File: src/hdl/camera_pkg.sv
/*
 * Shared geometry and types for the RAW10 crop path. CROP_W must be a
 * multiple of 4 and the crop must fit inside one frame of LINE_PIXELS columns.
 */

package camera_pkg;

    localparam int PIXEL_W     = 10;    // raw RAW10 pixel
    localparam int LINE_PIXELS = 16;    // one 20 byte packet per line

    // crop window in pixels and lines
    localparam int CROP_X0 = 4;
    localparam int CROP_W  = 8;         // multiple of 4
    localparam int CROP_Y0 = 1;
    localparam int CROP_H  = 3;

    localparam int RAM_ADDR_W = 8;
    localparam int RAM_WORDS  = 1 << RAM_ADDR_W;

    localparam int FIFO_DEPTH = 4;      // pixel groups
    localparam int FIFO_PTR_W = $clog2(FIFO_DEPTH);

    // position counter widths in the packer
    localparam int COL_W = $clog2(LINE_PIXELS);
    localparam int ROW_W = $clog2(CROP_Y0 + CROP_H + 1);

    typedef struct packed {
        logic                      frame_start;
        logic                      line_start;
        logic [3:0][PIXEL_W-1:0]   pix;         // pix[0] is the earliest
    } pixel_group_t;

endpackage
File: src/hdl/raw10_unpacker.sv
/*
 * RAW10 byte unpacker. sp_en_i must come before the first payload byte of a
 * packet, never in the same cycle, and a packet must hold whole 5 byte groups.
 */

`timescale 1ns/1ps

module raw10_unpacker (
    input  logic                     byte_clk_hs,
    input  logic                     reset_n_byte,
    input  logic                     sp_en_i,
    input  logic                     frame_start_i,
    input  logic                     payload_en_i,
    input  logic [7:0]               payload_i,
    output logic                     group_valid_o,
    output camera_pkg::pixel_group_t group_o
);

    logic [2:0]      byte_cnt;
    logic [3:0][7:0] msb;           // upper bytes of the current group
    logic            line_pend;
    logic            frame_pend;
    logic            last_byte;

    assign last_byte = payload_en_i && (byte_cnt == 3'd4);

    always_ff @(posedge byte_clk_hs or negedge reset_n_byte) begin
        if (!reset_n_byte) begin
            byte_cnt      <= '0;
            line_pend     <= 1'b0;
            frame_pend    <= 1'b0;
            group_valid_o <= 1'b0;
        end else begin
            group_valid_o <= last_byte;
            if (sp_en_i) begin
                byte_cnt  <= '0;
                line_pend <= 1'b1;
                if (frame_start_i)
                    frame_pend <= 1'b1;
            end else if (payload_en_i) begin
                if (last_byte) begin
                    byte_cnt   <= '0;
                    line_pend  <= 1'b0;    // flags go out with this group
                    frame_pend <= 1'b0;
                end else begin
                    byte_cnt <= byte_cnt + 3'd1;
                end
            end
        end
    end

    // data path qualified by group_valid_o
    always_ff @(posedge byte_clk_hs) begin
        if (payload_en_i && !last_byte)
            msb[byte_cnt[1:0]] <= payload_i;
        if (last_byte) begin
            for (int i = 0; i < 4; i++) begin
                group_o.pix[i] <= {msb[i], payload_i[2*i +: 2]};   // lsb pair i
            end
            group_o.line_start  <= line_pend;
            group_o.frame_start <= frame_pend;
        end
    end

endmodule

File: config.mk
export PLATFORM = sky130hd
export DESIGN_NAME = raw10_unpacker
export DESIGN_NICKNAME = d
export VERILOG_FILES = /design/src/hdl/camera_pkg.sv /design/src/hdl/raw10_unpacker.sv
export SDC_FILE = /design/constraint.sdc
export NUM_CORES = 1
export LEC_CHECK = 0
export BUFFER_PORTS_ARGS = -buffer_cell sky130_fd_sc_hd__buf_2
export CORE_ASPECT_RATIO = 0.75
export CORE_MARGIN = 4
export CORE_UTILIZATION = 56
export DETAILED_ROUTE_END_ITERATION = 12
export MAX_ROUTING_LAYER = met4
export PLACE_DENSITY = 0.92
export SLEW_MARGIN = 20
export SYNTH_ARGS = -nofsm -noshare
export SYNTH_HDL_FRONTEND = slang
export SYNTH_SLANG_ARGS = --single-unit
File: constraint.sdc
create_clock -name byte_clk_hs -period 3.52 [get_ports byte_clk_hs]
set_input_delay 1.056 -clock byte_clk_hs [delete_from_list [all_inputs] [get_ports byte_clk_hs]]
set_output_delay 1.056 -clock byte_clk_hs [all_outputs]
set_load 0.02 [all_outputs]
==> implementation parameters <==
Parameter                              Value

Worst setup path
  Reg2Reg Capture Point    group_o[6]$_DFFE_PP_
  Cell count of the worst reg-to-reg path    5
  Slowest cell on crit path    buf_4
  Reg-to-reg setup timing slack    1.45 ns
  Capturing element type of the critical path    flop
  CP Launch Type    primary input
  Worst setup path startpoint    payload_en_i
  Worst setup path category    in -> reg
  Arrival time at the worst endpoint    2.16 ns
  Critical path's largest stage delay    0.45 ns
  Ordered cell list for the critical path    buf_2 > nand3_2 > inv_1 > buf_4
  Beginning of the worst register-to-register path    byte_cnt[0]$_DFFE_PN0P_
  Maximum fanout count along the critical path    33
  Data required time of the critical path    3.51 ns
  Crit path capture    group_o[6]$_DFFE_PP_

Placement
  Number of placed cells counting well taps    221
  Final HPWL DP    2.768 mm
  Buffers on Ports    55
  Placement Cell Area    0.002904 mm²
  Global placement routability congestion    0.7803
  Post-placement worst setup slack    1.020 ns

Drt
  WL per Instance    16.32 µm
  Vias after detailed routing    1181
  Via density per instance    4.983
  Detailed Routing Iterations Pass 1    5
  Remaining routing DRC violations    0
  First-iteration detailed-routing DRC count    91
  Remaining antenna violation count    0
  Final WL    3.867 mm

Clocking
  Skew-Pair Late Insertion Delay    0.33 ns
  Setup bufs post-CTS    0
  CTS HTree Levels    3
  Number of instances resized during post-cts repair    0
  Cts bufs inserted    9
  TritonCTS sink count    80
  # hold bufs at CTS    0
  Buffer levels on the longest clock path    2
  Root Buffer    clkbuf_8
  TritonCTS clock tree    yes
  Clock Pin Slew Worst Setup and Hold Paths    0.07 ns

Synth
  Number of warnings issued by yosys    0
  Synthesized Nets    126
  Synth Cell Area    0.002561 mm²
  Synthesized instance count    109
  Largest area contributor in the netlist    edfxtp_1
  Netlist cell types    16
  Mean instance size in the synthesized netlist    23.50 µm²
  Area share of the largest cell type after synthesis    0.8676
  FF+latch count, synth    80
  Biggest area contributors in the synthesized netlist    edfxtp_1 (87%), dfrtp_1 (5.9%), ha_1 (2.0%)
  Sequential share of the synthesized area    0.9262

Final layout
  Net total in the final layout    192
  Area growth syn-to-layout    21.59%
  Fraction of the core area covered by cells at the end of the flow    0.7013
  Final non-filler cell total    237
  Diodes inserted    0
  Total non-filler cell area in the finished layout    0.003114 mm²
  Fillcell total    278
  Share of post-route cells with drive strength above 1    0.4000

Pwr
  Final Power    1.780 mW
  Peak supply drop    378.9 µV
  Power share of the combinational group    0.023
  Seq pwr share    0.597
  Cell internal power dissipation    1.460 mW
  Switch Pwr    319.3 µW
  Clock power frac    0.380
  Power density over the cells    571.4 mW/mm²
  Proportion of total power due to net switching    0.1794
  P_leak    1.169 nW

STA
  Post-Route Hold Slack    0.4128 ns
  Slew at the pin closest to its max-slew limit    0.6769 ns
  Worst rel slew slack    0.5471
  RSZ-0062 raised after global routing    false
  Total Negative Setup Slacks    0 ns
  Period utilisation layout    0.6166
  Clock Skew    0.007460 ns
  Count of final setup violators    0
  Worst Slack Setup Final    1.350 ns
  Final number of hold-violating endpoints    0
  Final Critical Period    2.170 ns
  Highest clock rate    460.8 MHz
  Final Slew Violations    0

Global route
  Maximum number of pins on one net before global-route repair    34
  Overall routing resource usage    0.1573
  Antenna violations before repair    0
  Global route overflow    0
  Via count of the first global-routing pass    1176
  Wire length of the first global-routing pass    6.030 mm

Run status
  Status    complete, no violations

Die
  Core Footprint    0.004441 mm²
  DIE WIDTH    86.09 µm
  Effective utilization at floorplan    0.5768
  Number of placed I/O pins    56
  Die Span Y    66.57 µm
  Standard-cell row count    21
  Area of the die    0.005731 mm²

Worst hold path
  Hold Crit Class    reg -> reg

Run
  Total of max-cap violations    0
## sequential cells by signal, summed over array words and instances (netlist names)
| register | flops |
|---|---|
| group_o | 42 |
| group_valid_o | 1 |
| byte_cnt | 3 |
| line_pend | 1 |
| msb | 32 |
| frame_pend | 1 |
## critical path, delay by kind of cell
family	cells	cell delay [ns]
buffers and inverters	3	0.95
and+or+nand+nor	1	0.12
## cells in the mapped netlist
library cell and instances:
nand3_1 1, inv_1 3, buf_6 1, edfxtp_1 74, a21o_1 1, nand3b_1 1, a21oi_1 3, dfrtp_1 6
nand3_2 1, and3_1 3, nor2_1 2, nand2b_1 1, o21ai_0 2, ha_1 4, nand2_1 5, mux2i_1 1
## final cells by class
class                   count  area (µm²)  share of cell area
flip-flops and latches     80        2372              0.7618
inverters                   3       11.26            0.003616
repair buffers             56       282.8             0.09080
clock buffers               9       123.9             0.03978
multi-input cells          25       166.4             0.05344
well taps                  57       71.32             0.02290
clock inverters             7       86.33             0.02772
## cells by family (layout without fill, tap and decap cells)
family | count (synthesis) | count (layout) | share of synthesized area
AND/OR/NAND/NOR | 14 | 14 | 0.02883
AO/OA/AOI/OAI | 6 | 6 | 0.01270
flip-flops | 80 | 80 | 0.9262
multiplexers | 1 | 1 | 0.003908
buffers and inverters | 4 | 75 | 0.008793
adder cells (fa/ha/maj) | 4 | 4 | 0.01954
## per-layer routing
metal,global-route usage,routed length [µm],vias up
li1,-,-,552
met1,0.1707,1536,576
met2,0.2471,1924,47
met3,0.08900,374,6
met4,0.05138,31,0
met5,-,0,-
## power groups by stage
stage	Clock (mW)	Sequential (mW)	Combinational (mW)
4_1_cts	0.692	1.06	0.0409
3_5_place_dp	0	1.08	0.0407
3_3_place_gp	0	1.08	0.0371
2_1_floorplan	0	1.08	0.0187
6_report	0.676	1.06	0.0410
5_1_grt	0.751	1.06	0.0458
## cells in the final DEF, fill, tap and decap left out, types with 2 or more instances in the layout
cell,n
edfxtp_1,74
buf_2,55
clkbuf_8,9
dfrtp_1,6
nand2_1,5
ha_1,4
inv_1,3
and3_1,3
a21oi_1,3
clkinv_2,3
nor2_1,2
o21ai_0,2
bufinv_16,2
## how the worst min path moves through the flow
stage                     start                    end  slack, ns  cells after the start
2_1_floorplan  msb[8]$_DFFE_PP_  group_o[12]$_DFFE_PP_       0.40                      0
3_3_place_gp   msb[7]$_DFFE_PP_   group_o[9]$_DFFE_PP_       0.41                      0
3_5_place_dp   msb[7]$_DFFE_PP_   group_o[9]$_DFFE_PP_       0.40                      0
4_1_cts        msb[7]$_DFFE_PP_   group_o[9]$_DFFE_PP_       0.42                      0
5_1_grt        msb[1]$_DFFE_PP_   group_o[3]$_DFFE_PP_       0.43                      0
6_report       msb[7]$_DFFE_PP_   group_o[9]$_DFFE_PP_       0.41                      0
No activity file was read; power rests on OpenSTA's default activity.
