===== config.mk =====
export PLATFORM = sky130hd
export DESIGN_NAME = frame_packer_flat
export DESIGN_NICKNAME = d
export VERILOG_FILES = /design/src/hdl/camera_pkg.sv /design/src/hdl/pixel_stream_if.sv /design/src/hdl/frame_packer.sv /design/src/flat_wrapper.sv
export SDC_FILE = /design/constraint.sdc
export NUM_CORES = 1
export LEC_CHECK = 0
export ABC_CLOCK_PERIOD_IN_PS = 6300
export BUFFER_PORTS_ARGS = -buffer_cell sky130_fd_sc_hd__buf_2
export CELL_PAD_IN_SITES_DETAIL_PLACEMENT = 0
export CELL_PAD_IN_SITES_GLOBAL_PLACEMENT = 1
export CORE_UTILIZATION = 45
export DETAILED_ROUTE_END_ITERATION = 6
export PLACE_DENSITY = 0.88
export SLEW_MARGIN = 20
export SYNTH_ARGS = -nofsm -noshare
export SYNTH_HDL_FRONTEND = slang
export SYNTH_SLANG_ARGS = --single-unit

===== constraint.sdc =====
create_clock -name byte_clk_hs -period 6.3 [get_ports byte_clk_hs]
set_clock_uncertainty 0.2 [all_clocks]
set_input_delay 1.26 -clock byte_clk_hs [delete_from_list [all_inputs] [get_ports byte_clk_hs]]
set_output_delay 1.26 -clock byte_clk_hs [all_outputs]
set_load 0.03 [all_outputs]

===== src/hdl/camera_pkg.sv =====
/*
 * Shared geometry and types for the RAW10 crop path. CROP_W must be a
 * multiple of 4 and the crop must fit inside one frame of LINE_PIXELS columns.
 */

package camera_pkg;

    localparam int PIXEL_W     = 10;    // raw RAW10 pixel
    localparam int LINE_PIXELS = 16;    // one 20 byte packet per line

    // crop window in pixels and lines
    localparam int CROP_X0 = 4;
    localparam int CROP_W  = 8;         // multiple of 4
    localparam int CROP_Y0 = 1;
    localparam int CROP_H  = 3;

    localparam int RAM_ADDR_W = 8;
    localparam int RAM_WORDS  = 1 << RAM_ADDR_W;

    localparam int FIFO_DEPTH = 4;      // pixel groups
    localparam int FIFO_PTR_W = $clog2(FIFO_DEPTH);

    // position counter widths in the packer
    localparam int COL_W = $clog2(LINE_PIXELS);
    localparam int ROW_W = $clog2(CROP_Y0 + CROP_H + 1);

    typedef struct packed {
        logic                      frame_start;
        logic                      line_start;
        logic [3:0][PIXEL_W-1:0]   pix;         // pix[0] is the earliest
    } pixel_group_t;

endpackage

===== src/hdl/pixel_stream_if.sv =====
/*
 * Single-pixel stream, one pixel per valid cycle, no back-pressure.
 * line_start and frame_start qualify the pixel they arrive with.
 */

`timescale 1ns/1ps

interface pixel_stream_if;
    import camera_pkg::*;

    logic               valid;
    logic [PIXEL_W-1:0] pixel;
    logic               line_start;
    logic               frame_start;

    modport source (output valid, pixel, line_start, frame_start);
    modport sink   (input  valid, pixel, line_start, frame_start);

endinterface


===== src/hdl/frame_packer.sv =====
/*
 * Crops the pixel stream and packs the upper 8 bits of four pixels per word,
 * pixel 0 in the low byte. Lines past the crop are ignored until frame_start.
 */

`timescale 1ns/1ps

module frame_packer (
    input  logic                              byte_clk_hs,
    input  logic                              reset_n_byte,
    pixel_stream_if.sink                      pix,
    output logic                              wr_en_o,
    output logic [camera_pkg::RAM_ADDR_W-1:0] wr_addr_o,
    output logic [31:0]                       wr_data_o,
    output logic                              frame_done_o
);
    import camera_pkg::*;

    logic [COL_W-1:0]      col;
    logic [ROW_W-1:0]      row;
    logic [COL_W-1:0]      col_pos;    // position of the current pixel
    logic [ROW_W-1:0]      row_pos;
    logic [COL_W-1:0]      col_rel;
    logic [RAM_ADDR_W-1:0] addr;
    logic [RAM_ADDR_W-1:0] addr_cur;
    logic [31:0]           word;
    logic [31:0]           word_next;
    logic                  in_win;
    logic                  wr_now;
    logic                  last_word;

    always_comb begin
        col_pos = pix.line_start ? '0 : col;
        if (pix.frame_start)
            row_pos = '0;
        else if (pix.line_start && row != '1)
            row_pos = row + 1'b1;
        else
            row_pos = row;             // saturates past the crop
    end

    assign col_rel   = col_pos - COL_W'(CROP_X0);
    assign in_win    = pix.valid
                    && col_pos >= CROP_X0 && col_pos < CROP_X0 + CROP_W
                    && row_pos >= CROP_Y0 && row_pos < CROP_Y0 + CROP_H;
    assign wr_now    = in_win && (col_rel[1:0] == 2'd3);
    assign last_word = (col_pos == CROP_X0 + CROP_W - 1) && (row_pos == CROP_Y0 + CROP_H - 1);
    assign addr_cur  = pix.frame_start ? '0 : addr;
    assign word_next = {pix.pixel[PIXEL_W-1 -: 8], word[31:8]};

    always_ff @(posedge byte_clk_hs or negedge reset_n_byte) begin
        if (!reset_n_byte) begin
            col          <= '0;
            row          <= '0;
            addr         <= '0;
            wr_en_o      <= 1'b0;
            frame_done_o <= 1'b0;
        end else begin
            wr_en_o      <= wr_now;
            frame_done_o <= wr_now && last_word;
            if (pix.valid) begin
                col  <= col_pos + 1'b1;
                row  <= row_pos;
                addr <= wr_now ? addr_cur + 1'b1 : addr_cur;
            end
        end
    end

    always_ff @(posedge byte_clk_hs) begin
        if (in_win)
            word <= word_next;
        if (wr_now) begin
            wr_data_o <= word_next;
            wr_addr_o <= addr_cur;
        end
    end

endmodule


===== src/flat_wrapper.sv =====
// flat-port wrapper written by rule: the top's interface ports become plain ports
module frame_packer_flat import camera_pkg::*;
  (byte_clk_hs, reset_n_byte, wr_en_o, wr_addr_o, wr_data_o, frame_done_o, pix_valid, pix_pixel, pix_line_start, pix_frame_start);
  pixel_stream_if pix_i ();
  input  logic byte_clk_hs;
  input  logic reset_n_byte;
  output logic wr_en_o;
  output logic [camera_pkg::RAM_ADDR_W-1:0] wr_addr_o;
  output logic [31:0] wr_data_o;
  output logic frame_done_o;
  input wire logic [$bits(pix_i.valid)-1:0] pix_valid;
  input wire logic [$bits(pix_i.pixel)-1:0] pix_pixel;
  input wire logic [$bits(pix_i.line_start)-1:0] pix_line_start;
  input wire logic [$bits(pix_i.frame_start)-1:0] pix_frame_start;
  assign pix_i.valid = pix_valid;
  assign pix_i.pixel = pix_pixel;
  assign pix_i.line_start = pix_line_start;
  assign pix_i.frame_start = pix_frame_start;
  frame_packer u_core (.byte_clk_hs(byte_clk_hs), .reset_n_byte(reset_n_byte), .pix(pix_i), .wr_en_o(wr_en_o), .wr_addr_o(wr_addr_o), .wr_data_o(wr_data_o), .frame_done_o(frame_done_o));
endmodule

==> results of run 1 <==
critical path: cells and delay by family:
| kind | cells | cell delay, ps |
|---|---|---|
| buffers and inverters | 2 | 510 |
| XOR/XNOR | 1 | 170 |
| adder cells (fa/ha/maj) | 1 | 250 |
| AND/OR/NAND/NOR | 4 | 980 |
state kept, by name, summed over array words and instances (netlist names):
signal / flops
u_core.wr_data_o: 32
u_core.word: 24
u_core.addr: 8
u_core.wr_addr_o: 8
u_core.col: 4
u_core.row: 3
u_core.frame_done_o: 1
u_core.wr_en_o: 1
metrics by stage:
step / utilization / power, W / setup slack [ps] / area [um2] / hold WS [ps]
after global routing: 0.5749 / 0.001038 / 3008 / 3485 / 235.5
after detailed placement: 0.5415 / 0.0006369 / 2775 / 3282 / 208.8
after CTS: 0.5749 / 0.001012 / 3145 / 3485 / 227.6
final: 0.5749 / 0.001001 / 3133 / 3485 / 225.9
after global placement: 0.5415 / 0.0006348 / 2843 / 3282 / 200.9
after floorplan: - / 0.0006217 / 808.5 / 2900 / 200.3
layout make-up:
type | instances | area [um2] | area share
Clock buffer | 9 | 123.9 | 0.03555
Clock inverter | 7 | 78.83 | 0.02262
Inverter | 3 | 11.26 | 0.003232
Multi-Input combinational cell | 78 | 536.8 | 0.1540
Sequential cell | 81 | 2347 | 0.6736
Tap cell | 75 | 93.84 | 0.02693
Timing Repair Buffer | 57 | 292.8 | 0.08402
cell families after synthesis:
group / after synthesis / share of synthesized area
flip-flops: 81 / 0.8093
AND/OR/NAND/NOR: 51 / 0.1022
AO/OA/AOI/OAI: 12 / 0.02588
XOR/XNOR: 8 / 0.02416
buffers and inverters: 6 / 0.01035
adder cells (fa/ha/maj): 4 / 0.01726
multiplexers: 3 / 0.01079
report_power, final:
part	switching, W	total, W	leakage [nW]	internal [W]
combinational	0.0000218	0.0000372	0.431	0.0000153
sequential	0.00000720	0.000587	0.803	0.000580
clock	0.000189	0.000377	0.0994	0.000187
total	0.000219	0.00100	1.33	0.000782
placed cells by master (no fill, tap or decap), drive strengths merged:
master    netlist  routed
mux2            1       1
nor4            3       3
a32o            1       1
bufinv          0       1
ha              4       4
inv             3       5
and3            2       2
or3b            2       2
o21ai           3       3
o22ai           2       2
buf             1      57
and4            1       1
nor3            2       2
dfrtp          17      17
xor2            4       4
clkbuf          2       9
nor2            5       5
or2b            1       1
nand2          15      15
nand4           3       3
nand3           1       1
clkinv          0       3
nor2b          10      10
clkinvlp        0       1
nand2b          1       1
a221o           1       1
mux2i           2       2
a22oi           1       1
a21oi           4       4
edfxtp         64      64
xnor2           4       4
and2b           3       3
or3             1       1
and2            1       1
per-layer routing:
| metal | global-route usage | vias up |
|---|---|---|
| li1 | - | 744 |
| met1 | 0.1884 | 753 |
| met2 | 0.2174 | 48 |
| met3 | 0.03956 | 7 |
| met4 | 0.1000 | 0 |
| met5 | 0 | - |
how the worst max path moves through the flow:
stage,end,slack (ps),cells past startpoint
floorplan,u_core.addr[3]$_DFFE_PN0P_,810,7
global placement,u_core.addr[3]$_DFFE_PN0P_,2840,8
detailed placement,u_core.addr[7]$_DFFE_PN0P_,2770,8
CTS,u_core.addr[7]$_DFFE_PN0P_,3150,8
global route,u_core.addr[7]$_DFFE_PN0P_,3010,8
finish,u_core.addr[7]$_DFFE_PN0P_,3130,8
==> flow_metrics.py, run 1 <==
metrics = {
    "power": {
        "ir_worst_vdd_v": 0.0001471,
        "powerDensity_mw_per_mm2": 287.3,
        "p_leak_nw": 1.333,
    },
    "critical_path": {
        "worstPathRequired_ps": 6320,
        "r2r_slack_ps": 3900,
        "critPathLaunch": "pix_line_start",
        "rr_worst_depth": 7,
        "crit_slowest_cell": "or3b_1",
        "cp_max_fo": 26,
        "r2r_end": "u_core.addr[7]$_DFFE_PN0P_",
        "end_kind": "register",
        "arrival_ps": 3190,
        "r2r_start": "u_core.col[0]$_DFFE_PN0P_",
        "crit_chain": "buf_2 -> and2b_1 -> ha_1 -> or3b_1 -> nor4_4 -> buf_4 -> nand4_1 -> xor2_1",
        "start_kind": "input pin",
        "path_class": "input pin to register",
        "slowest_delay_ps": 430,
    },
    "timing": {
        "slew_viol_final": 0,
        "setup_violations": 0,
        "maxSlewHeadroom": 0.7402,
        "max_freq_mhz": 315.8,
        "max_slew.worst_pin.slew_ps": 389.8,
        "rsz0062_at_grt": "no",
        "tns_ps": 0,
        "finalHoldViolations": 0,
        "post-route-period-util": 0.5027,
        "min_period_ps": 3167,
    },
    "floorplan": {
        "initial_core_util": 0.4785,
        "num_rows": 28,
        "fp.coreArea_mm2": 0.006061,
        "die_h_um": 82.28,
        "die_w_um": 82.28,
        "io_pins": 57,
        "dieArea_mm2": 0.006770,
    },
    "worst_hold_path": {
        "hold_path.class": "register to register",
        "min_from": "u_core.word[15]$_DFFE_PP_",
        "hold_end": "u_core.wr_data_o[7]$_DFFE_PP_",
        "min_path_cells": 0,
    },
    "global_routing": {
        "grt_overflow": 0,
        "grt_pass1_wl_um": 6920,
        "antenna_found_initial": 0,
        "track_usage": 0.1466,
        "grt_pass1_vias": 1426,
        "grt_start_max_net_pins": 27,
    },
    "synth": {
        "synth_fp_nets": 184,
        "yosysSeqAreaShare": 0.8093,
        "synth_area_leader_cell": "edfxtp_1",
        "synthFlopType": "edfxtp_1",
        "avgSynthCellArea_um2": 17.58,
        "synth_common_cells": "edfxtp_1, dfrtp_1, nand2_1",
        "synth_seq_cells": 81,
        "yosysTopAreaCellShare": 0.6626,
        "ys_top_cells_by_area": "edfxtp_1, dfrtp_1, nor2b_1",
        "synth_cells": 165,
        "async_reset_ff_frac": 0.2099,
        "netlist_area_mm2": 0.002900,
        "yosysUniqueCellTypes": 32,
        "synth-edff-count": 64,
        "post-synth-top-count-cell": "edfxtp_1",
        "yosys_warnings": 0,
    },
    "finish": {
        "fin_cells": 310,
        "diodes": 0,
        "fin_nets": 249,
        "syn2layout_area_growth_pct": 20.15,
        "layout-drive-gt1-share": 0.3277,
        "fillers": 479,
    },
    "routing": {
        "wl_um": 4544,
        "top_layer": "met4",
        "antenna_left": 0,
        "wl_met3_um": 204,
        "drtPass1Iterations": 4,
        "wl_per_cell_um": 14.66,
        "via_per_inst": 5.006,
        "vias": 1552,
        "met2_length_um": 2207,
        "initialDrtViolationCount": 99,
        "met1Wirelength_um": 2033,
        "drc": 0,
    },
    "outcome": {
        "status": "finished clean",
    },
    "clocking": {
        "path_clk_slew_ps": 80,
        "cts_buffers": 9,
        "h-tree-depth": 3,
        "cts-root-buf": "clkbuf_8",
        "cts.sinks": 81,
        "clock_latency_ps": 340,
        "holdBufCountCts": 0,
        "ctsResizeCount": 0,
        "clk_path_buf_depth": 2,
        "cts_tree": "built",
        "postCtsSetupRepairBufs": 0,
    },
    "placement": {
        "place_hpwl_um": 3049,
        "placedCellCount": 294,
        "routabilityCongestion": 0.7753,
        "io_buffers": 54,
    },
    "run": {
        "maxCapViolations": 0,
    },
}
Note: power is estimated with default switching activity, not from simulation.
==> run 2: changes to the inputs <==
ABC_CLOCK_PERIOD_IN_PS = 2900   (was 6300)
CORE_UTILIZATION = 41   (was 45)
PLACE_DENSITY = 0.85   (was 0.88)
clock period = 2.9 ns   (was 6.3 ns; I/O delays follow)
==> flow_metrics.py, run 2 (synthesis gave the netlist of run 1 again) <==
metrics = {
    "outcome": {
        "status": "finished clean",
    },
    "finish": {
        "ff_latch_area_mm2": 0.002347,
        "largest_reg_flops": 32,
        "diodes": 0,
        "syn2layout_area_growth_pct": 21.66,
        "top_register": "u_core.wr_data_o",
        "multi_input_area_um2": 548.0,
        "fin_nets": 249,
        "fin_util": 0.5165,
        "final_common_cell": "edfxtp_1",
        "layout-drive-gt1-share": 0.3277,
        "reg_top3": "u_core.wr_data_o x32, u_core.word x24",
        "fillers": 602,
        "final_cell_mix": "edfxtp_1, buf_2, dfrtp_1",
    },
    "critical_path": {
        "cp_max_fo": 47,
        "end_kind": "register",
        "rr_worst_depth": 7,
        "r2r_end": "u_core.addr[7]$_DFFE_PN0P_",
        "crit_chain": "buf_2 -> and2b_1 -> ha_2 -> or3b_4 -> nor4_4 -> buf_12 -> nand4_1 -> xor2_1",
        "path_class": "input pin to register",
        "cp-endpoint": "u_core.addr[7]$_DFFE_PN0P_",
        "slowest_delay_ps": 410,
        "r2r_slack_ps": 630,
        "worstPathRequired_ps": 2930,
        "start_kind": "input pin",
        "arrival_ps": 2370,
        "crit_slowest_cell": "or3b_4",
        "critPathLaunch": "pix_line_start",
        "r2r_start": "u_core.col[0]$_DFFE_PN0P_",
    },
    "global_routing": {
        "busiest_layer": "met2",
        "antenna_found_initial": 0,
        "grt_pass1_wl_um": 6824,
        "grt_start_max_net_pins": 48,
        "grt_pass1_vias": 1410,
        "grt_overflow": 0,
        "grtUsageMet2": 0.1984,
        "track_usage": 0.1265,
        "grtUsageMet3": 0.03369,
        "grtUsageMet1": 0.1534,
    },
    "placement": {
        "place_hpwl_um": 2872,
        "dp_slack_ps": 185.7,
        "io_buffers": 54,
        "routabilityCongestion": 0.7286,
    },
    "power": {
        "switching_share": 0.2109,
        "p_int_w": 0.001695,
        "power_frac_seq": 0.594,
        "switching_power_w": 0.0004530,
        "ir_worst_vdd_v": 0.0002273,
        "p_clk_frac": 0.367,
        "powerDensity_mw_per_mm2": 608.9,
        "p_leak_nw": 1.323,
        "p_comb_frac": 0.039,
    },
    "clocking": {
        "ctsResizeCount": 0,
        "cts-root-buf": "clkbuf_8",
        "h-tree-depth": 3,
        "clock_latency_ps": 350,
        "cts_tree": "built",
        "path_clk_slew_ps": 80,
        "cts_buffers": 9,
        "clk_path_buf_depth": 2,
        "cts.sinks": 81,
    },
    "timing": {
        "post-route-period-util": 0.8067,
        "slew_viol_final": 0,
        "fin_ws_ps": 560.4,
        "maxSlewHeadroom": 0.7335,
        "min_period_ps": 2340,
        "max_freq_mhz": 427.4,
        "rsz0062_at_grt": "no",
        "tns_ps": 0,
        "max_slew.worst_pin.slew_ps": 399.7,
        "finalHoldViolations": 0,
        "setup_violations": 0,
    },
    "routing": {
        "initialDrtViolationCount": 90,
        "antenna_left": 0,
        "drtPass1Iterations": 4,
        "drc": 0,
        "wl_um": 4335,
        "vias": 1495,
        "via_per_inst": 4.517,
        "wl_per_cell_um": 13.10,
    },
    "worst_hold_path": {
        "hold_path.class": "register to register",
    },
    "floorplan": {
        "fp.coreArea_mm2": 0.006832,
        "io_pins": 57,
        "dieArea_mm2": 0.007414,
        "num_rows": 30,
        "die_h_um": 86.11,
        "die_w_um": 86.11,
        "initial_core_util": 0.4245,
    },
    "run": {
        "maxCapViolations": 0,
    },
}
[run 2: how the worst min path moves through the flow]
stage                                      to  slack, ps  depth (start not counted)                 startpoint
2_1_floorplan      u_core.addr[0]$_DFFE_PN0P_         80                          0               reset_n_byte
3_3_place_gp    u_core.wr_data_o[0]$_DFFE_PP_        200                          0   u_core.word[8]$_DFFE_PP_
3_5_place_dp    u_core.wr_data_o[6]$_DFFE_PP_        200                          0  u_core.word[14]$_DFFE_PP_
4_1_cts        u_core.wr_data_o[26]$_DFFE_PP_        210                          1               pix_pixel[4]
5_1_grt             u_core.word[27]$_DFFE_PP_        220                          1               pix_pixel[5]
6_report        u_core.wr_data_o[6]$_DFFE_PP_        220                          0  u_core.word[14]$_DFFE_PP_
[run 2: layout make-up]
class | count | share of cell area
inverters | 3 | 0.003191
clock inverters | 6 | 0.01879
repair buffers | 57 | 0.08723
flip-flops and latches | 81 | 0.6652
clock buffers | 10 | 0.03617
well taps | 96 | 0.03404
multi-input cells | 78 | 0.1553
[run 2: what timing repair did]
| item | 4_1_cts | 5_1_grt |
|---|---|---|
| endpoints found under the hold margin | 17 | 0 |
| hold buffers | 1 | 0 |
| buffers inserted | 0 | 0 |
[run 2: layer usage]
| metal | vias up | share of wire |
|---|---|---|
| li1 | 747 | - |
| met1 | 707 | 0.45 |
| met2 | 32 | 0.49 |
| met3 | 9 | 0.035 |
| met4 | 0 | 0.026 |
| met5 | - | 0 |
[run 2: power groups by stage]
stage                     clock network (W)  registers (W)   logic, W
after floorplan                           0        0.00130  0.0000572
after global placement                    0        0.00130  0.0000800
after detailed placement                  0        0.00130  0.0000851
after CTS                          0.000803        0.00128  0.0000860
after global routing               0.000853        0.00128  0.0000950
final                              0.000788        0.00128  0.0000837
[run 2: worst max-delay path: cells and delay by family]
kind / cells / cell delay [ps]
and+or+nand+nor: 4 / 960
buffers and inverters: 2 / 440
adders and majority gates: 1 / 220
xor gates and xnor gates: 1 / 160
[run 2: metrics by stage]
step / power [W] / hold WS (ps) / instance area [um2] / cells
after global routing: 0.002227 / 216.2 / 3528 / 331
after CTS: 0.002166 / 211.5 / 3528 / 331
after floorplan: 0.001356 / 84.41 / 2923 / 165
after detailed placement: 0.001388 / 204.5 / 3324 / 314
final: 0.002148 / 220.7 / 3528 / 331
after global placement: 0.001381 / 201.6 / 3324 / 314
