**config.mk**
```make
export PLATFORM = sky130hd
export DESIGN_NAME = pixel_group_fifo_flat
export DESIGN_NICKNAME = d
export VERILOG_FILES = /design/src/hdl/camera_pkg.sv /design/src/hdl/pixel_stream_if.sv /design/src/hdl/pixel_group_fifo.sv /design/src/flat_wrapper.sv
export SDC_FILE = /design/constraint.sdc
export NUM_CORES = 1
export LEC_CHECK = 0
export BUFFER_PORTS_ARGS = -buffer_cell sky130_fd_sc_hd__buf_2
export CORE_MARGIN = 1.5
export CORE_UTILIZATION = 45
export CTS_BUF_LIST = sky130_fd_sc_hd__clkbuf_2 sky130_fd_sc_hd__clkbuf_4 sky130_fd_sc_hd__clkbuf_8
export CTS_CLUSTER_SIZE = 30
export DETAILED_ROUTE_END_ITERATION = 8
export SLEW_MARGIN = 30
export SYNTH_ARGS = -nofsm -noshare
export SYNTH_HDL_FRONTEND = slang
export SYNTH_SLANG_ARGS = --single-unit
```
**constraint.sdc**
```tcl
create_clock -name byte_clk_hs -period 2.84 [get_ports byte_clk_hs]
set_input_delay 0.284 -clock byte_clk_hs [delete_from_list [all_inputs] [get_ports byte_clk_hs]]
set_output_delay 0.284 -clock byte_clk_hs [all_outputs]
set_load 0.01 [all_outputs]
```
**src/hdl/camera_pkg.sv**
```systemverilog
/*
 * Shared geometry and types for the RAW10 crop path. CROP_W must be a
 * multiple of 4 and the crop must fit inside one frame of LINE_PIXELS columns.
 */

package camera_pkg;

    localparam int PIXEL_W     = 10;    // raw RAW10 pixel
    localparam int LINE_PIXELS = 16;    // one 20 byte packet per line

    // crop window in pixels and lines
    localparam int CROP_X0 = 4;
    localparam int CROP_W  = 8;         // multiple of 4
    localparam int CROP_Y0 = 1;
    localparam int CROP_H  = 3;

    localparam int RAM_ADDR_W = 8;
    localparam int RAM_WORDS  = 1 << RAM_ADDR_W;

    localparam int FIFO_DEPTH = 4;      // pixel groups
    localparam int FIFO_PTR_W = $clog2(FIFO_DEPTH);

    // position counter widths in the packer
    localparam int COL_W = $clog2(LINE_PIXELS);
    localparam int ROW_W = $clog2(CROP_Y0 + CROP_H + 1);

    typedef struct packed {
        logic                      frame_start;
        logic                      line_start;
        logic [3:0][PIXEL_W-1:0]   pix;         // pix[0] is the earliest
    } pixel_group_t;

endpackage
```
**src/hdl/pixel_stream_if.sv**
```systemverilog
/*
 * Single-pixel stream, one pixel per valid cycle, no back-pressure.
 * line_start and frame_start qualify the pixel they arrive with.
 */

`timescale 1ns/1ps

interface pixel_stream_if;
    import camera_pkg::*;

    logic               valid;
    logic [PIXEL_W-1:0] pixel;
    logic               line_start;
    logic               frame_start;

    modport source (output valid, pixel, line_start, frame_start);
    modport sink   (input  valid, pixel, line_start, frame_start);

endinterface

```
**src/hdl/pixel_group_fifo.sv**
```systemverilog
/*
 * Group FIFO and 4:1 width converter. Drains one pixel per cycle and never
 * checks for overflow, which relies on the 5 byte to 4 pixel input rate.
 */

`timescale 1ns/1ps

module pixel_group_fifo (
    input  logic                     byte_clk_hs,
    input  logic                     reset_n_byte,
    input  logic                     group_valid_i,
    input  camera_pkg::pixel_group_t group_i,
    pixel_stream_if.source           pix
);
    import camera_pkg::*;

    pixel_group_t          mem [FIFO_DEPTH];
    logic [FIFO_PTR_W-1:0] wr_ptr;
    logic [FIFO_PTR_W-1:0] rd_ptr;
    logic [FIFO_PTR_W:0]   count;
    logic [1:0]            pix_idx;
    logic                  not_empty;
    logic                  pop;
    pixel_group_t          head;

    assign not_empty = (count != '0);
    assign pop       = not_empty && (pix_idx == 2'd3);   // last pixel of the head group
    assign head      = mem[rd_ptr];

    assign pix.valid       = not_empty;
    assign pix.pixel       = head.pix[pix_idx];
    assign pix.line_start  = not_empty && (pix_idx == 2'd0) && head.line_start;
    assign pix.frame_start = not_empty && (pix_idx == 2'd0) && head.frame_start;

    always_ff @(posedge byte_clk_hs) begin
        if (group_valid_i)
            mem[wr_ptr] <= group_i;
    end

    always_ff @(posedge byte_clk_hs or negedge reset_n_byte) begin
        if (!reset_n_byte) begin
            wr_ptr  <= '0;
            rd_ptr  <= '0;
            count   <= '0;
            pix_idx <= '0;
        end else begin
            if (group_valid_i)
                wr_ptr <= wr_ptr + 1'b1;
            if (not_empty)
                pix_idx <= pix_idx + 2'd1;   // wraps to 0 on pop
            if (pop)
                rd_ptr <= rd_ptr + 1'b1;
            case ({group_valid_i, pop})
                2'b10:   count <= count + 1'b1;
                2'b01:   count <= count - 1'b1;
                default: count <= count;
            endcase
        end
    end

endmodule

```
**src/flat_wrapper.sv**
```systemverilog
// flat-port wrapper written by rule: the top's interface ports become plain ports
module pixel_group_fifo_flat import camera_pkg::*;
  (byte_clk_hs, reset_n_byte, group_valid_i, group_i, pix_valid, pix_pixel, pix_line_start, pix_frame_start);
  pixel_stream_if pix_i ();
  input  logic byte_clk_hs;
  input  logic reset_n_byte;
  input  logic group_valid_i;
  input  camera_pkg::pixel_group_t group_i;
  output wire logic [$bits(pix_i.valid)-1:0] pix_valid;
  output wire logic [$bits(pix_i.pixel)-1:0] pix_pixel;
  output wire logic [$bits(pix_i.line_start)-1:0] pix_line_start;
  output wire logic [$bits(pix_i.frame_start)-1:0] pix_frame_start;
  assign pix_valid = pix_i.valid;
  assign pix_pixel = pix_i.pixel;
  assign pix_line_start = pix_i.line_start;
  assign pix_frame_start = pix_i.frame_start;
  pixel_group_fifo u_core (.byte_clk_hs(byte_clk_hs), .reset_n_byte(reset_n_byte), .group_valid_i(group_valid_i), .group_i(group_i), .pix(pix_i));
endmodule
```
==> results of run 1 <==
==> layout by cell type, fill, tap and decap left out, drive strengths merged, types with 2 or more instances in the layout <==
master and count:
nor2 2, xnor2 4, o21ai 2, nor2b 2, xor2 3, a22oi 20, clkinv 10, inv 6
dfrtp 9, nand2 12, mux4 42, edfxtp 168, and2 6, buf 71, and3 2, ha 7
clkbuf 20
==> sequential cells by signal, indices dropped and copies added (netlist names) <==
name	count
u_core.count	3
u_core.mem	168
u_core.pix_idx	2
u_core.rd_ptr	2
u_core.wr_ptr	2
==> Yosys cell counts (all sizes together), types with 2 or more instances <==
cell type	count
edfxtp	168
mux4	42
a22oi	20
nand2	12
dfrtp	9
buf	8
ha	7
and2	6
clkbuf	6
inv	5
xnor2	4
xor2	3
and3	2
nor2	2
nor2b	2
o21ai	2
==> layer usage <==
metal  vias to the layer above  share of wire [%]
li1                       1417                  -
met1                      1647                 44
met2                        64                 51
met3                        12                3.8
met4                         0                1.0
met5                         -                  0
==> area by class of cell <==
class	instances	area, um2
Tap cell	184	230
Inverter	5	18.8
Antenna cell	1	2.50
Clock inverter	12	91.3
Clock buffer	20	256
Multi-Input combinational cell	106	1460
Timing Repair Buffer	72	500
Sequential cell	177	5280
Fill cell	1142	6870
==> kinds of logic after synthesis <==
| logic type | synth area share, % |
|---|---|
| fa+ha+maj | 1.57 |
| xor+xnor | 0.897 |
| flops | 77.1 |
| buf+inv | 1.63 |
| simple gates | 1.85 |
| compound gates | 2.34 |
| mux | 14.6 |
==> where the power goes <==
group,switching [W],internal [W]
clock network,0.000822,0.000708
logic,0.00131,0.00123
registers,0.000223,0.00343
==> metrics by stage <==
stage	power [W]	hold WS (ns)	worst slack, ns
finish	0.00773	0.0382	0.243
global route	0.00816	0.0200	0.107
CTS	0.00785	0.0116	0.0982
detailed placement	0.00632	0.161	0.534
global placement	0.00628	0.156	0.559
floorplan	0.00534	-0.0116	0.591
==> path summary, 6_finish.rpt <==
| kind | cells after the start | from | slack [ns] | endpoint |
|---|---|---|---|---|
| min reg2reg | 1 | u_core.count[2] | 0.48 | u_core.count[2] |
| max | 5 | u_core.rd_ptr[0] | 0.24 | pix_pixel[5] |
| min | 1 | group_i[10] | 0.04 | u_core.mem[2][10] |
| max reg2reg | 7 | u_core.count[2] | 0.52 | u_core.count[2] |
| max in group asynchronous | 2 | reset_n_byte | 2.38 | u_core.rd_ptr[0] |
| min in group asynchronous | 2 | reset_n_byte | 0.23 | u_core.count[2] |
==> what timing repair did <==
item	in CTS	in global routing
endpoints found under the setup margin	0	1
hold buffers	1	0
resized for setup	0	1
hold endpoints to repair	9	0
==> run metrics, run 1 <==
share of flip-flops with an asynchronous set or reset roughly 5%; Chip Width 126 um; number of global-route vias before repair 3,461; IO buf count 57; fmax 385 MHz; clk sinks approximately 180; CP top delay family flip-flops; final setup TNS 0 ns; #FFs+latches synth 177; Synth Instances slightly above 300; fin. max-slew vios 0; largest net degree at the start of global routing 33; CP endpoint kind primary output; DR vias about 3,100; Slew @ Worst Pin 0.599 ns; CP max-delay cell dfrtp_4; WS Path Type register to primary output; area share of the largest cell type after synthesis 73.8%; crit share post-route 91.4%; GRT met1 Usage 22.8%; mean area per synthesized cell 22.6 um2; number of CTS-inserted buffers 17; yosys warns 0; Residual DRC 0; Final min period 2.60 ns; RePlAce Congestion between 0.6 and 0.7; Post-Route Skew 0.00870 ns; Max H-tree Level 4; wire per inst 22.4 um; CTS tree done; share of layout cells above drive strength 1 34.9%; post-DP HPWL 7.99 mm; Synth area leader edfxtp_1; cell area after synthesis 6840 um2; GRT overflow 0; Synthesized Nets 355; via/cell ratio 5.44; RSZ-0062 raised after global routing false; Final ANT Viol Nets 0; core area 14,700 um2; Post-synth EDFFs 168; drt pass-1 iters 4; num rows 44; # nets final 432; initial antenna violation count 1; MaxCap Viol Count 0; fin cells about 580; critical path cell sequence buf_12 -> mux4_1 -> a22oi_1 -> nand2_1 -> buf_2; top cells by area, synth edfxtp_1, mux4_2, mux4_1, dfrtp_1, a22oi_1; Area Growth Syn to Fin 14.6%; postcts setup bufs 0; IO Count 58; crit-path max FO 14; register clock-pin slew on the reported worst setup and hold paths 0.09 ns; M2 GR Usage 29.2%; CP peak stage delay 0.61 ns; Final setup viols 0; Core Util, Final 53.3%; Cell Area, Placed 7470 um2; Worst EP required 2.56 ns; Fin. Hold Viols 0; Initial DRC Count ~220; Rel. slew slack 60.1%; Die ar. 15,900 um2; outcome finished, final reports clean; top_reg_cell synth edfxtp_1; CTS root buf clkbuf_8; Finished Cell Area 7830 um2; Leak ~2.7 nW; peak supply drop 0.402 mV; crit path DAT roughly 2.3 ns; Total GRT Usage between 10% and 20%; Min-Delay Path Class input pin to register; Pwr per Cell Area 986 nW/um2; WP buf/inv 2; Clock Latency Late Sink 0.45 ns; Max clock buf depth 2; Startpoint Class register; post-synthesis cell type count 23; Placed Instances 543; busiest grt layer met2; Die Y between 100 and 150 um; Starting Density 46.5%; Seq/Total Area, Yosys 77.1%; GR met3 Demand/Resource ~4.5%; first-pass GRT wire length 19.8 mm; Detailed Route WL roughly 13 mm
(Power assumes the default switching activity.)
==> run 2: changes to the inputs <==
- CTS_BUF_LIST: sky130_fd_sc_hd__clkbuf_2 sky130_fd_sc_hd__clkbuf_4 sky130_fd_sc_hd__clkbuf_8 -> sky130_fd_sc_hd__clkbuf_2
==> run metrics, run 2 (synthesis results as in run 1) <==
outcome finished, final reports clean; Cell Area, Placed 7470 um2; Post-Route Skew 0.0185 ns; Fin. Hold Viols 0; CP endpoint kind primary output; Die ar. 15,900 um2; RSZ-0062 raised after global routing true; Hold Startpoint group_i[10]; Reg2Reg Depth 7; crit path DAT 2.47 ns; RR Endpoint u_core.count[2]; R2R Path Start u_core.count[2]; fmax around 360 MHz; Core Util, Final 56.4%; Startpoint Class register; initial antenna violation count 1; Worst EP required 2.56 ns; via/cell ratio between 5 and 6; Largest regs u_core.mem: 168 flops, u_core.count: 3 flops; clk sinks 177; Setup crit end pix_pixel[3]; Min-Delay Path Class input pin to register; Worst Setup Slack, final between 0.08 and 0.09 ns; Slew @ Worst Pin 0.721 ns; Gate power share around two fifths; Starting Density 46.5%; Final min period 2.75 ns; CTS tree done; fin cells 629; Placed Instances 543; Internal Power between 0.005 and 0.006 W; Final setup viols 0; Max H-tree Level 4; dpl ws 0.534 ns; Total GRT Usage between 10% and 20%; Sequential Area around 5300 um2; Residual DRC 0; core area 14,700 um2; number of flip-flops in the largest register 168; most common cell after layout, fill and taps aside edfxtp_1; Pwr per Cell Area 928 nW/um2; largest net degree at the start of global routing 33; Fillers 1,115; Max clock buf depth 2; Area Growth Syn to Fin 21.3%; Worst R2R Setup Slack 0.51 ns; MaxCap Viol Count 0; IO Count 58; peak supply drop 0.436 mV; CTS root buf clkbuf_2; WS Path Type register to primary output; DR vias approximately 3,300; Die Y 126 um; Final ANT Viol Nets 0; switching power 0.00247 W; highest-count cells in the layout ignoring fill and taps edfxtp_1, buf_2, dlygate4sd3_1, mux4_2, clkbuf_2; wire per inst ~21 um; Net Sw Frac 32.0%; Top reg by flops u_core.mem; GRT overflow 0; drt pass-1 iters 4; first-pass GRT wire length 20.4 mm; crit-path max FO 6; register clock-pin slew on the reported worst setup and hold paths 0.23 ns; Flop pwr share roughly 47%; RePlAce Congestion around 0.7; IO buf count 57; share of layout cells above drive strength 1 37.2%; Finished Cell Area 8290 um2; area of the multi-input gates around 1500 um2; fin. max-slew vios 0; Detailed Route WL 13.2 mm; Chip Width 126 um; clock power share 14.3%; number of global-route vias before repair 3,624; Rel. slew slack 52.0%; Initial DRC Count 206; # nets final 484; num rows 44; number of CTS-inserted buffers 17; CP startpoint u_core.rd_ptr[0]; Leak 2.90 nW; crit share post-route 97.0%; Clock Latency Late Sink 0.73 ns; post-DP HPWL roughly 8 mm
[run 2: cell count changes in the layout (fill, tap and decap cells not counted), moves of 4 or more]
cell           change
a22oi_1           -15
a22oi_2           +15
buf_6              +4
clkbuf_2          +20
clkbuf_8          -17
dlygate4sd3_1     +44
mux4_1             -4
mux4_2             +4
[run 2: area by class of cell]
type | count | share of cell area, %
inverter | 5 | 0.226
timing repair buffer | 124 | 12.7
antenna | 1 | 0.0302
sequential | 177 | 63.6
tap | 184 | 2.78
clock buffer | 20 | 1.21
clock inverter | 12 | 1.10
multi-input combinational | 106 | 18.4
[run 2: how the worst min path moves through the flow]
stage	to	slack, ns	cells after the start
after floorplan	u_core.count[0]	-0.01	0
after global placement	u_core.wr_ptr[0]	0.16	1
after detailed placement	u_core.wr_ptr[0]	0.16	1
after CTS	u_core.mem[0][13]	0.21	2
after global routing	u_core.mem[0][13]	0.22	2
final	u_core.mem[0][10]	0.29	2
[run 2: routing by layer]
layer / vias to the layer above / track usage [%] / part of all wire (%)
met5: - / 0 / 0
met4: 0 / 6.09 / 1.3
met3: 14 / 4.42 / 3.1
met2: 56 / 29.9 / 51
met1: 1749 / 23.3 / 45
li1: 1523 / - / -
[run 2: power by group through the flow]
| stage | clock network (W) | logic (W) | registers (W) |
|---|---|---|---|
| detailed placement | 0 | 0.00261 | 0.00371 |
| finish | 0.00110 | 0.00299 | 0.00360 |
| CTS | 0.00115 | 0.00277 | 0.00362 |
| floorplan | 0 | 0.00174 | 0.00359 |
| global route | 0.00126 | 0.00325 | 0.00365 |
| global placement | 0 | 0.00259 | 0.00369 |
[run 2: critical path, stage by stage, from the launching register on]
cell,delay (ns)
dfrtp_4,0.55
buf_6,0.15
buf_12,0.13
buf_6,0.12
mux4_2,0.41
a22oi_1,0.17
nand2_1,0.11
buf_6,0.13
[run 2: through the flow]
stage,power [W],TNS (ns),hold slack [ns]
global placement,0.00628,0,0.156
finish,0.00770,0,0.287
CTS,0.00754,0,0.207
floorplan,0.00534,0,-0.0116
global route,0.00815,-0.203,0.219
detailed placement,0.00632,0,0.161
[run 2: repair_timing]
item / CTS / global route
gates resized for setup: 5 / 21
buffers inserted: 2 / 5
endpoints found under the setup margin: 12 / 10
endpoints found under the hold margin: 179 / 0
hold buffers: 45 / 0
pin swaps: 1 / 8
cloned: 0 / 1
==> run 3: changes to the inputs <==
- CORE_UTILIZATION: 45 -> 55
- PLACE_DENSITY: unset -> 0.74
==> run metrics, run 3 (synthesis results as in run 1) <==
crit-path max FO 6; GRT overflow 0; RePlAce Congestion 0.726; largest net degree at the start of global routing 44; Detailed Route WL 12.4 mm; share of layout cells above drive strength 1 between 30% and 40%; highest-count cells in the layout ignoring fill and taps edfxtp_1, buf_2, dlygate4sd3_1, mux4_2, clkbuf_2; register clock-pin slew on the reported worst setup and hold paths around 0.21 ns; Worst EP required 2.56 ns; Die ar. 13,100 um2; Clock Latency Late Sink 0.68 ns; Min-Delay Path Class input pin to register; post-DP HPWL roughly 7 mm; num rows 40; Final ANT Viol Nets 0; Sequential Area 5270 um2; area of the multi-input gates ~1500 um2; Final min period 2.73 ns; Chip Width 114 um; Largest regs u_core.mem: 168 flops, u_core.count: 3 flops; core area 12,100 um2; # nets final 481; DR vias 3,325; CTS root buf clkbuf_2; most common cell after layout, fill and taps aside edfxtp_1; crit path DAT 2.45 ns; Post-Route Skew 0.0164 ns; initial antenna violation count 1; outcome finished, final reports clean; Area Growth Syn to Fin 20.0%; crit share post-route 96.1%; fin cells 607; number of flip-flops in the largest register 168; WS Path Type register to primary output; Slew @ Worst Pin ~0.64 ns; RSZ-0062 raised after global routing true; Leak 2.89 nW; IO Count 58; number of global-route vias before repair 3,475; CTS tree done; Die Y 114 um; Placed Instances between 500 and 600; Residual DRC 0; Fillers 775; Top reg by flops u_core.mem; Total GRT Usage ~20%; fmax 366 MHz; clk sinks 177; peak supply drop 0.421 mV; Starting Density around 57%; wire per inst between 20 and 25 um; Rel. slew slack a little under three fifths; first-pass GRT wire length 18.7 mm; Pwr per Cell Area around 920 nW/um2; IO buf count 57; Max H-tree Level 4; fin. max-slew vios 0; Max clock buf depth 2; Initial DRC Count 220; total power about 0.0076 W; Fin. Hold Viols 0; Final setup viols 0; MaxCap Viol Count 0; drt pass-1 iters 4; CP endpoint kind primary output; via/cell ratio 5.48; Startpoint Class register; number of CTS-inserted buffers 17
==> run 3: power breakdown <==
group          switching [W]  internal (W)  total, W  leakage, nW
clock               0.000741      0.000372   0.00111        0.127
sequential          0.000164       0.00342   0.00359         1.65
combinational        0.00144       0.00142   0.00286         1.11
total                0.00234       0.00521   0.00756         2.89
==> run 3: final cells by class <==
cell class                      count  share of cell area [%]
Tap cell                          168                    2.56
Clock inverter                     11                    1.21
Sequential cell                   177                    64.3
Multi-Input combinational cell    106                    18.3
Inverter                            5                   0.229
Timing Repair Buffer              121                    12.3
Antenna cell                        1                  0.0305
Clock buffer                       18                    1.10
==> run 3: final timing paths <==
path                       depth (start not counted)  slack (ns)        startpoint           endpoint
hold / removal                                     2        0.34       group_i[26]  u_core.mem[2][26]
setup / recovery                                   6        0.11  u_core.rd_ptr[0]       pix_pixel[1]
min in group asynchronous                          3        0.55      reset_n_byte    u_core.count[0]
setup reg to reg                                   7        0.54   u_core.count[0]    u_core.count[2]
max in group asynchronous                          3        1.97      reset_n_byte   u_core.rd_ptr[0]
hold reg to reg                                    1        0.49   u_core.count[2]    u_core.count[2]
==> run 3: metrics by stage <==
step                      setup slack, ns  area [um2]  TNS [ns]  hold slack (ns)  util, %
after floorplan                     0.591        6840         0          -0.0116        -
after global placement              0.606        7380         0            0.140     61.2
after detailed placement            0.558        7380         0            0.149     61.2
after CTS                         0.00105        8030         0            0.264     66.6
after global routing              -0.0460        8200    -0.192            0.269     68.0
final                               0.110        8200         0            0.340     68.0
==> run 3: what timing repair did <==
action	in CTS	in global routing
hold buffers	45	0
gates resized for setup	3	12
buffers inserted	0	4
setup endpoints to repair	3	9
hold endpoints to repair	179	0
pin swaps	0	4
gates cloned	0	4
==> run 3: metal layers <==
| metal | vias up | GRT usage [%] | share of wire (%) |
|---|---|---|---|
| li1 | 1511 | - | - |
| met1 | 1702 | 26.5 | 43 |
| met2 | 105 | 33.0 | 52 |
| met3 | 7 | 4.71 | 5.2 |
| met4 | 0 | 7.75 | 0.72 |
| met5 | - | 0 | 0 |
==> run 3: critical path, stage by stage, from the launching register on <==
cell	delay (ns)
dfrtp_2	0.51
buf_6	0.13
buf_12	0.12
mux4_2	0.50
a22oi_2	0.28
nand2_1	0.07
buf_2	0.14
